===== config.mk =====
export PLATFORM = sky130hd
export DESIGN_NAME = raise_freq_top
export DESIGN_NICKNAME = d
export VERILOG_FILES = /design/src/logic/raise_freq_pkg.sv /design/src/logic/iter_counter.sv /design/src/logic/bin_ctrl.sv /design/src/logic/cordic_vector.sv /design/src/logic/phase_store.sv /design/src/logic/cordic_rotate.sv /design/src/logic/raise_freq_top.sv
export SDC_FILE = /design/constraint.sdc
export NUM_CORES = 2
export LEC_CHECK = 0
export BUFFER_PORTS_ARGS = -buffer_cell sky130_fd_sc_hd__buf_4
export CAP_MARGIN = 5
export CORE_ASPECT_RATIO = 1.4
export CORE_MARGIN = 5
export CORE_UTILIZATION = 56
export CTS_BUF_LIST = sky130_fd_sc_hd__clkbuf_8
export CTS_CLUSTER_SIZE = 16
export DETAILED_ROUTE_END_ITERATION = 10
export GPL_TIMING_DRIVEN = 0
export HOLD_SLACK_MARGIN = 0.06
export PLACE_DENSITY = 0.75
export RECOVER_POWER = 100
export SYNTH_ARGS = -nofsm -noshare
export SYNTH_HDL_FRONTEND = slang
export SYNTH_SLANG_ARGS = --single-unit

===== constraint.sdc =====
create_clock -name clk -period 6.1 [get_ports clk]
set_input_delay 0.61 -clock clk [delete_from_list [all_inputs] [get_ports clk]]
set_output_delay 0.61 -clock clk [all_outputs]
set_load 0.05 [all_outputs]

===== src/logic/raise_freq_pkg.sv =====
package raise_freq_pkg;

        // fixed-point word types
        typedef logic signed [15:0] sample_t;
        typedef logic [31:0] cplx_t;
        typedef logic signed [15:0] angle_t;
        typedef logic [5:0] bin_t;
        typedef logic [3:0] iter_t;

        typedef enum logic [3:0] {
                st_idle,
                st_vector,
                st_vec_fix,
                st_diff,
                st_accum,
                st_fold,
                st_rotate,
                st_rot_fix,
                st_done
        } ctrl_state_t;

        localparam int num_bins = 64;
        localparam bin_t last_bin = 6'd63;
        localparam int cordic_iters = 8;
        localparam int gain_comp = 39;
        localparam int frac_shift = 6;
        localparam int half_turn = 180;
        localparam int quarter_turn = 90;
        localparam int half_turn_fx = 11520;
        localparam int gain_knee = 512;
        localparam int result_latency = 22;

        // atan(2^-i) in degrees times 64
        localparam angle_t atan_table [cordic_iters] = '{
                16'sd2880, 16'sd1700, 16'sd898, 16'sd456,
                16'sd229, 16'sd115, 16'sd57, 16'sd29
        };

        // multiply by 39/64, shifting first for large magnitudes
        function automatic sample_t gain_scale(input sample_t m);
                logic signed [31:0] wide;
                if (m > gain_knee)
                        wide = (32'(m) >>> frac_shift) * gain_comp;
                else
                        wide = (32'(m) * gain_comp) >>> frac_shift;
                return sample_t'(wide);
        endfunction

endpackage


===== src/logic/iter_counter.sv =====
`timescale 1ns/1ps

module iter_counter import raise_freq_pkg::*; (
        input  logic  clk,
        input  logic  rst,
        input  logic  cnt_clear,
        output iter_t iter,
        output logic  iter_last
);

        always_ff @(posedge clk) begin
                if (rst || cnt_clear)
                        iter <= '0;
                else
                        iter <= iter + 4'd1;
        end

        assign iter_last = (iter == iter_t'(cordic_iters - 1));

endmodule


===== src/logic/bin_ctrl.sv =====
`timescale 1ns/1ps

module bin_ctrl import raise_freq_pkg::*; (
        input  logic clk,
        input  logic rst,
        input  logic fft1_valid,
        input  logic fft2_valid,
        input  logic iter_last,
        output logic load,
        output logic vec_step,
        output logic vec_fix,
        output logic diff_en,
        output logic accum_en,
        output logic fold_en,
        output logic rot_step,
        output logic rot_fix,
        output logic out_en,
        output logic cnt_clear,
        output logic raise_valid
);

        ctrl_state_t state;
        ctrl_state_t next_state;

        always_comb begin
                next_state = state;
                case (state)
                        st_idle: begin
                                if (fft1_valid && fft2_valid)
                                        next_state = st_vector;
                        end
                        st_vector: begin
                                if (iter_last)
                                        next_state = st_vec_fix;
                        end
                        st_vec_fix: next_state = st_diff;
                        st_diff:    next_state = st_accum;
                        st_accum:   next_state = st_fold;
                        st_fold:    next_state = st_rotate;
                        st_rotate: begin
                                if (iter_last)
                                        next_state = st_rot_fix;
                        end
                        st_rot_fix: next_state = st_done;
                        default:    next_state = st_idle;
                endcase
        end

        always_ff @(posedge clk) begin
                if (rst) begin
                        state <= st_idle;
                        raise_valid <= 1'b0;
                end else begin
                        state <= next_state;
                        // pulse lines up with freq_out being latched
                        raise_valid <= out_en;
                end
        end

        // a pair is only taken when both halves arrive together
        assign load = (state == st_idle) && fft1_valid && fft2_valid;
        assign vec_step = (state == st_vector);
        assign vec_fix = (state == st_vec_fix);
        assign diff_en = (state == st_diff);
        assign accum_en = (state == st_accum);
        assign fold_en = (state == st_fold);
        assign rot_step = (state == st_rotate);
        assign rot_fix = (state == st_rot_fix);
        assign out_en = (state == st_done);

        // counter starts at zero on the first step of each CORDIC pass
        assign cnt_clear = load || fold_en;

endmodule


===== src/logic/cordic_vector.sv =====
`timescale 1ns/1ps

module cordic_vector import raise_freq_pkg::*; (
        input  logic    clk,
        input  logic    rst,
        input  cplx_t   sample,
        input  logic    load,
        input  logic    vec_step,
        input  logic    vec_fix,
        input  iter_t   iter,
        output angle_t  angle,
        output sample_t mag
);

        sample_t re;
        sample_t im;
        sample_t x;
        sample_t y;
        angle_t  z;
        logic    is_left;
        logic    is_low;

        assign re = sample[31:16];
        assign im = sample[15:0];

        always_ff @(posedge clk) begin
                if (load) begin
                        // mirror the left half-plane onto the right
                        is_left <= (re < 0);
                        is_low <= (im < 0);
                        x <= (re < 0) ? -re : re;
                        y <= im;
                        z <= '0;
                end else if (vec_step) begin
                        // drive y towards zero
                        if (y >= 0) begin
                                x <= x + (y >>> iter);
                                y <= y - (x >>> iter);
                                z <= z + atan_table[iter[2:0]];
                        end else begin
                                x <= x - (y >>> iter);
                                y <= y + (x >>> iter);
                                z <= z - atan_table[iter[2:0]];
                        end
                end
        end

        always_ff @(posedge clk) begin
                if (rst) begin
                        angle <= '0;
                        mag <= '0;
                end else if (vec_fix) begin
                        if (!is_left)
                                angle <= z >>> frac_shift;
                        else if (!is_low)
                                angle <= angle_t'((half_turn_fx - z) >>> frac_shift);
                        else
                                angle <= angle_t'((-half_turn_fx - z) >>> frac_shift);
                        // undo the CORDIC gain
                        mag <= gain_scale(x);
                end
        end

endmodule


===== src/logic/phase_store.sv =====
`timescale 1ns/1ps

module phase_store import raise_freq_pkg::*; (
        input  logic   clk,
        input  logic   rst,
        input  bin_t   freq1,
        input  logic   load,
        input  logic   diff_en,
        input  logic   accum_en,
        input  logic   out_en,
        input  angle_t angle1,
        input  angle_t angle2,
        output angle_t phase,
        output bin_t   freq_out,
        output logic   raise_fin
);

        bin_t   cur_bin;
        angle_t phase_mem [num_bins];
        angle_t new_phase;

        // bring an angle back into -180..180
        function automatic angle_t wrap_angle(input angle_t a);
                angle_t w;
                if (a > half_turn)
                        w = angle_t'(a - 2 * half_turn);
                else if (a < -half_turn)
                        w = angle_t'(a + 2 * half_turn);
                else
                        w = a;
                return w;
        endfunction

        assign new_phase = wrap_angle(phase + phase_mem[cur_bin]);

        always_ff @(posedge clk) begin
                if (load)
                        cur_bin <= freq1;
                if (diff_en)
                        phase <= wrap_angle(angle2 - angle1);
                else if (accum_en)
                        phase <= new_phase;
        end

        always_ff @(posedge clk) begin
                if (rst) begin
                        for (int i = 0; i < num_bins; i++)
                                phase_mem[i] <= '0;
                end else if (accum_en) begin
                        phase_mem[cur_bin] <= new_phase;
                end
        end

        always_ff @(posedge clk) begin
                if (rst) begin
                        freq_out <= '0;
                        raise_fin <= 1'b0;
                end else if (out_en) begin
                        freq_out <= cur_bin;
                        raise_fin <= (cur_bin == last_bin);
                end
        end

endmodule


===== src/logic/cordic_rotate.sv =====
`timescale 1ns/1ps

module cordic_rotate import raise_freq_pkg::*; (
        input  logic    clk,
        input  logic    rst,
        input  angle_t  phase,
        input  sample_t mag,
        input  logic    fold_en,
        input  logic    rot_step,
        input  logic    rot_fix,
        input  iter_t   iter,
        output cplx_t   raise_data
);

        sample_t x;
        sample_t y;
        angle_t  z;
        logic    folded;

        always_ff @(posedge clk) begin
                if (fold_en) begin
                        // keep the rotation inside the CORDIC range
                        if (phase > quarter_turn) begin
                                folded <= 1'b1;
                                z <= angle_t'((half_turn - phase) <<< frac_shift);
                        end else if (phase < -quarter_turn) begin
                                folded <= 1'b1;
                                z <= angle_t'((-half_turn - phase) <<< frac_shift);
                        end else begin
                                folded <= 1'b0;
                                z <= phase <<< frac_shift;
                        end
                        // prescale so the CORDIC gain cancels
                        x <= gain_scale(mag);
                        y <= '0;
                end else if (rot_step) begin
                        if (z >= 0) begin
                                x <= x - (y >>> iter);
                                y <= y + (x >>> iter);
                                z <= z - atan_table[iter[2:0]];
                        end else begin
                                x <= x + (y >>> iter);
                                y <= y - (x >>> iter);
                                z <= z + atan_table[iter[2:0]];
                        end
                end
        end

        // real part in the upper half
        always_ff @(posedge clk) begin
                if (rst)
                        raise_data <= '0;
                else if (rot_fix)
                        raise_data <= {folded ? -x : x, y};
        end

endmodule


===== src/logic/raise_freq_top.sv =====
`timescale 1ns/1ps

module raise_freq_top import raise_freq_pkg::*; (
        input  logic  clk,
        input  logic  rst,
        input  cplx_t fft1_data,
        input  logic  fft1_valid,
        input  cplx_t fft2_data,
        input  logic  fft2_valid,
        input  bin_t  freq1,
        output cplx_t raise_data,
        output logic  raise_valid,
        output logic  raise_fin,
        output bin_t  freq_out
);

        // controller strobes
        logic load;
        logic vec_step;
        logic vec_fix;
        logic diff_en;
        logic accum_en;
        logic fold_en;
        logic rot_step;
        logic rot_fix;
        logic out_en;
        logic cnt_clear;

        iter_t   iter;
        logic    iter_last;
        angle_t  angle1;
        angle_t  angle2;
        sample_t mag2;
        angle_t  phase;

        bin_ctrl i_bin_ctrl (
                .clk         (clk),
                .rst         (rst),
                .fft1_valid  (fft1_valid),
                .fft2_valid  (fft2_valid),
                .iter_last   (iter_last),
                .load        (load),
                .vec_step    (vec_step),
                .vec_fix     (vec_fix),
                .diff_en     (diff_en),
                .accum_en    (accum_en),
                .fold_en     (fold_en),
                .rot_step    (rot_step),
                .rot_fix     (rot_fix),
                .out_en      (out_en),
                .cnt_clear   (cnt_clear),
                .raise_valid (raise_valid)
        );

        iter_counter i_iter_counter (
                .clk       (clk),
                .rst       (rst),
                .cnt_clear (cnt_clear),
                .iter      (iter),
                .iter_last (iter_last)
        );

        // sample 1 only contributes its angle
        cordic_vector i_cordic_vector1 (
                .clk      (clk),
                .rst      (rst),
                .sample   (fft1_data),
                .load     (load),
                .vec_step (vec_step),
                .vec_fix  (vec_fix),
                .iter     (iter),
                .angle    (angle1),
                .mag      ()
        );

        cordic_vector i_cordic_vector2 (
                .clk      (clk),
                .rst      (rst),
                .sample   (fft2_data),
                .load     (load),
                .vec_step (vec_step),
                .vec_fix  (vec_fix),
                .iter     (iter),
                .angle    (angle2),
                .mag      (mag2)
        );

        phase_store i_phase_store (
                .clk       (clk),
                .rst       (rst),
                .freq1     (freq1),
                .load      (load),
                .diff_en   (diff_en),
                .accum_en  (accum_en),
                .out_en    (out_en),
                .angle1    (angle1),
                .angle2    (angle2),
                .phase     (phase),
                .freq_out  (freq_out),
                .raise_fin (raise_fin)
        );

        cordic_rotate i_cordic_rotate (
                .clk        (clk),
                .rst        (rst),
                .phase      (phase),
                .mag        (mag2),
                .fold_en    (fold_en),
                .rot_step   (rot_step),
                .rot_fix    (rot_fix),
                .iter       (iter),
                .raise_data (raise_data)
        );

endmodule


==> impl_metrics.csv <==
group,metric,value,unit
run_status,status,"finished, violations left",
run_status,violations,"capacitance limit, slew limit, setup timing",
routing,wire_per_inst,30.5,um
grt,grt_pass1_wl,393000,um
floorplan,die_w,322,um
hold_path,min_to,"i_cordic_vector2.x[2]",
floorplan,die_h,447,um
routing,drc,0,
routing,vias,60300,
cts,htree_levels,4,
logic_synthesis,synth_area,0.0764,mm2
routing,firstDrtPassIters,7,
critical_path,reg2reg_to,"i_phase_store.phase_mem[19][7]",
placed_design,io_buffer_count,112,
routing,vias_per_cell,6.58,
logic_synthesis,synth.net_count,7192,
grt,grt_start_max_net_pins,45,
critical_path,cp_max_fo,10,
sta,setup_viol,855,
cells_and_area,multi_input_comb_area,0.0368,mm2
grt,antenna_found_initial,16,
grt,grt-ovfl-total,0,
placed_design,place.gp.congestion,1.05,
logic_synthesis,synth_commonest_cells,"edfxtp_1 (1,147), nor2_1 (1,023), nand2_1 (421), nor3_1 (406), mux4_2 (397)",
cts,cts_root_buffer,"clkbuf_8",
critical_path,arrival,7.56,ns
logic_synthesis,yosysWarnings,0,
cells_and_area,area_growth,15.6,%
logic_synthesis,synth_cells,6704,
routing,first_iter_violations,6931,
power,leakagePower,0.0345,uW
critical_path,path_class,"flop to flop",
sta,fin_crit,6.83,ns
cells_and_area,nFillCells,10200,
logic_synthesis,yosysTopAreaCellShare,45.1,%
floorplan,die_area,0.144,mm2
power,peakVddDrop,0.000591,V
critical_path,critPathCaptureType,"flop",
routing,drt.antenna.violating_nets,0,
floorplan,start_util,56.3,%
hold_path,hold_path.class,"input pin to flop",
cts,path_clk_slew,0.07,ns
hold_path,min-delay-start,"fft2_data[18]",
sta,maxSlewHeadroom,-35.9,%
power,power,45000,uW
logic_synthesis,synth_edf_count,1147,
logic_synthesis,yosysMostFrequentCell,"edfxtp_1",
floorplan,coreArea,0.136,mm2
cts,cts-buffers-inserted,194,
logic_synthesis,yosysUniqueCellTypes,92,
sta,fin_ws,-0.734,ns
sta,max_freq,146,MHz
logic_synthesis,ys_ff_latch,1287,
sta,timing.final.crit_share,112,%
logic_synthesis,yosysSeqAreaShare,48.8,%
logic_synthesis,ys_async_sr_fraction,0,%
placed_design,dp_hpwl,200000,um
critical_path,cp-start-kind,"flop",
floorplan,io_pins,114,
sta,tns,-466.16,ns
cts,cts_tree,"built",
cts,cts.sinks,1287,
cells_and_area,drive_above_1_share,18.2,%
sta,final.setup_skew,0.0697,ns
critical_path,r2r_cells,23,
run,cap_viol_max_count,1,
cts,clockBufferDepth,3,
cts,insertion_delay,1.02,ns
power,p_per_area,510,mW/mm2
grt,track_usage,37.6,%
hold_path,hold_depth,4,
sta,rsz0062_at_grt,"true",
sta,worst_slew_pin_slew,2.04,ns
logic_synthesis,synth_top_area_cell,"edfxtp_1",
grt,grt_pass1_vias,59600,
critical_path,reg2reg_slack,-0.73,ns
logic_synthesis,avgSynthCellArea,11.4,um2
routing,wl,279000,um
logic_synthesis,synthTopCellsByArea,"edfxtp_1 (45%), mux4_2 (12%), ha_1 (5.6%)",
cells_and_area,num-nets-final,7712,
sta,finalMaxSlewViolations,20,
floorplan,rows,160,
critical_path,cp.required,6.82,ns
sta,hold_viol,0,
logic_synthesis,synth_ff_type,"edfxtp_1",
cells_and_area,instances_no_fill,9171,
cells_and_area,regArea,0.0373,mm2
placed_design,dp.cells,8607,
==> flip-flops by register name, summed over array words and instances, names as in the netlist, 11 cells and up, named ones only <==
| name | flops |
|---|---|
| i_cordic_rotate.raise_data | 32 |
| i_cordic_rotate.x | 16 |
| i_cordic_rotate.y | 16 |
| i_cordic_rotate.z | 16 |
| i_cordic_vector1.angle | 11 |
| i_cordic_vector1.x | 16 |
| i_cordic_vector1.y | 16 |
| i_cordic_vector1.z | 16 |
| i_cordic_vector2.angle | 11 |
| i_cordic_vector2.mag | 16 |
| i_cordic_vector2.x | 16 |
| i_cordic_vector2.y | 16 |
| i_cordic_vector2.z | 16 |
| i_phase_store.phase | 16 |
| i_phase_store.phase_mem | 1024 |
==> report_power, final <==
part / internal, uW / switching (uW)
registers: 10500 / 675
logic: 10700 / 15700
clock network: 3780 / 3720
==> metrics by stage <==
step | instance area (um2) | hold WS, ns | worst slack (ns) | util [%]
after floorplan | 76500 | 0.432 | 0.00502 | -
after global placement | 79600 | 0.443 | -3.19 | 58.6
after detailed placement | 79800 | 0.449 | -3.19 | 58.8
after CTS | 87000 | 0.0616 | -0.487 | 64.1
after global routing | 88200 | 0.0849 | -0.695 | 65.0
final | 88300 | 0.118 | -0.734 | 65.0
==> worst max-delay path, stage by stage (launching register included) <==
cell and delay (ns):
dfxtp_2 0.45, clkbuf_16 0.21, clkbuf_8 0.23, buf_4 0.25, mux4_2 0.43, mux4_2 0.63
mux4_2 0.57, ha_4 0.20, fa_2 0.38, a211o_4 0.38, a211oi_4 0.34, nor3_2 0.12
o21ai_2 0.26, nand4_1 0.20, or4b_4 0.59, buf_6 0.15, clkbuf_4 0.17, nand2_1 0.09
mux2i_2 0.08, xnor2_2 0.14, buf_6 0.18, buf_16 0.20, clkbuf_16 0.20, nor2_1 0.05
==> layer usage <==
metal  wire length [um]  GRT usage, %
met2             132000          62.1
met5                 37             0
met1              85400          39.7
met4              37200          35.6
met3              25100          7.82
==> cells by family (layout without fill, tap and decap cells) <==
group / count (synthesis) / count (layout) / synth area share [%]
xor+xnor: 343 / 343 / 3.97
compound gates: 1008 / 1008 / 8.33
buf+inv: 810 / 1485 / 4.19
flops: 1287 / 1287 / 48.8
fa+ha+maj: 414 / 414 / 7.48
simple gates: 2277 / 2277 / 13.2
other cells: 0 / 10 / 0
mux: 565 / 565 / 14.0
==> how the worst max path moves through the flow <==
stage | start | to | cells after the start
final | flop | i_phase_store.phase_mem[19][7] | 23
after global routing | flop | i_phase_store.phase_mem[57][8] | 22
after CTS | flop | i_phase_store.phase_mem[22][5] | 24
after detailed placement | flop | i_phase_store.phase_mem[57][13] | 20
after global placement | flop | i_phase_store.phase_mem[0][13] | 20
after floorplan | flop | i_phase_store.phase_mem[15][5] | 22
==> repair_timing <==
item / 4_1_cts / 5_1_grt
hold endpoints to repair: 76 / 0
pin swaps: 20 / 27
resized for setup: 470 / 298
cloned: 10 / 20
buffers inserted: 80 / 36
hold buffers: 67 / 0
setup endpoints to repair: 1068 / 905
==> layout make-up <==
type | instances | area share [%]
buffer | 467 | 4.11
sequential | 1287 | 42.2
antenna | 10 | 0.0284
tap | 1782 | 2.53
clock inverter | 155 | 1.41
clock buffer | 196 | 3.06
timing repair buffer | 334 | 3.52
multi-input combinational | 4607 | 41.7
inverter | 333 | 1.42
==> layout by cell type, fill, tap and decap left out, drive strengths merged, types with 308 or more instances in the layout <==
cell,n
edfxtp,1147
nor2,1023
clkbuf,574
nand2,421
nor3,407
mux4,397
inv,383
buf,352
ha,343
a21oi,308
(Power assumes the default switching activity.)
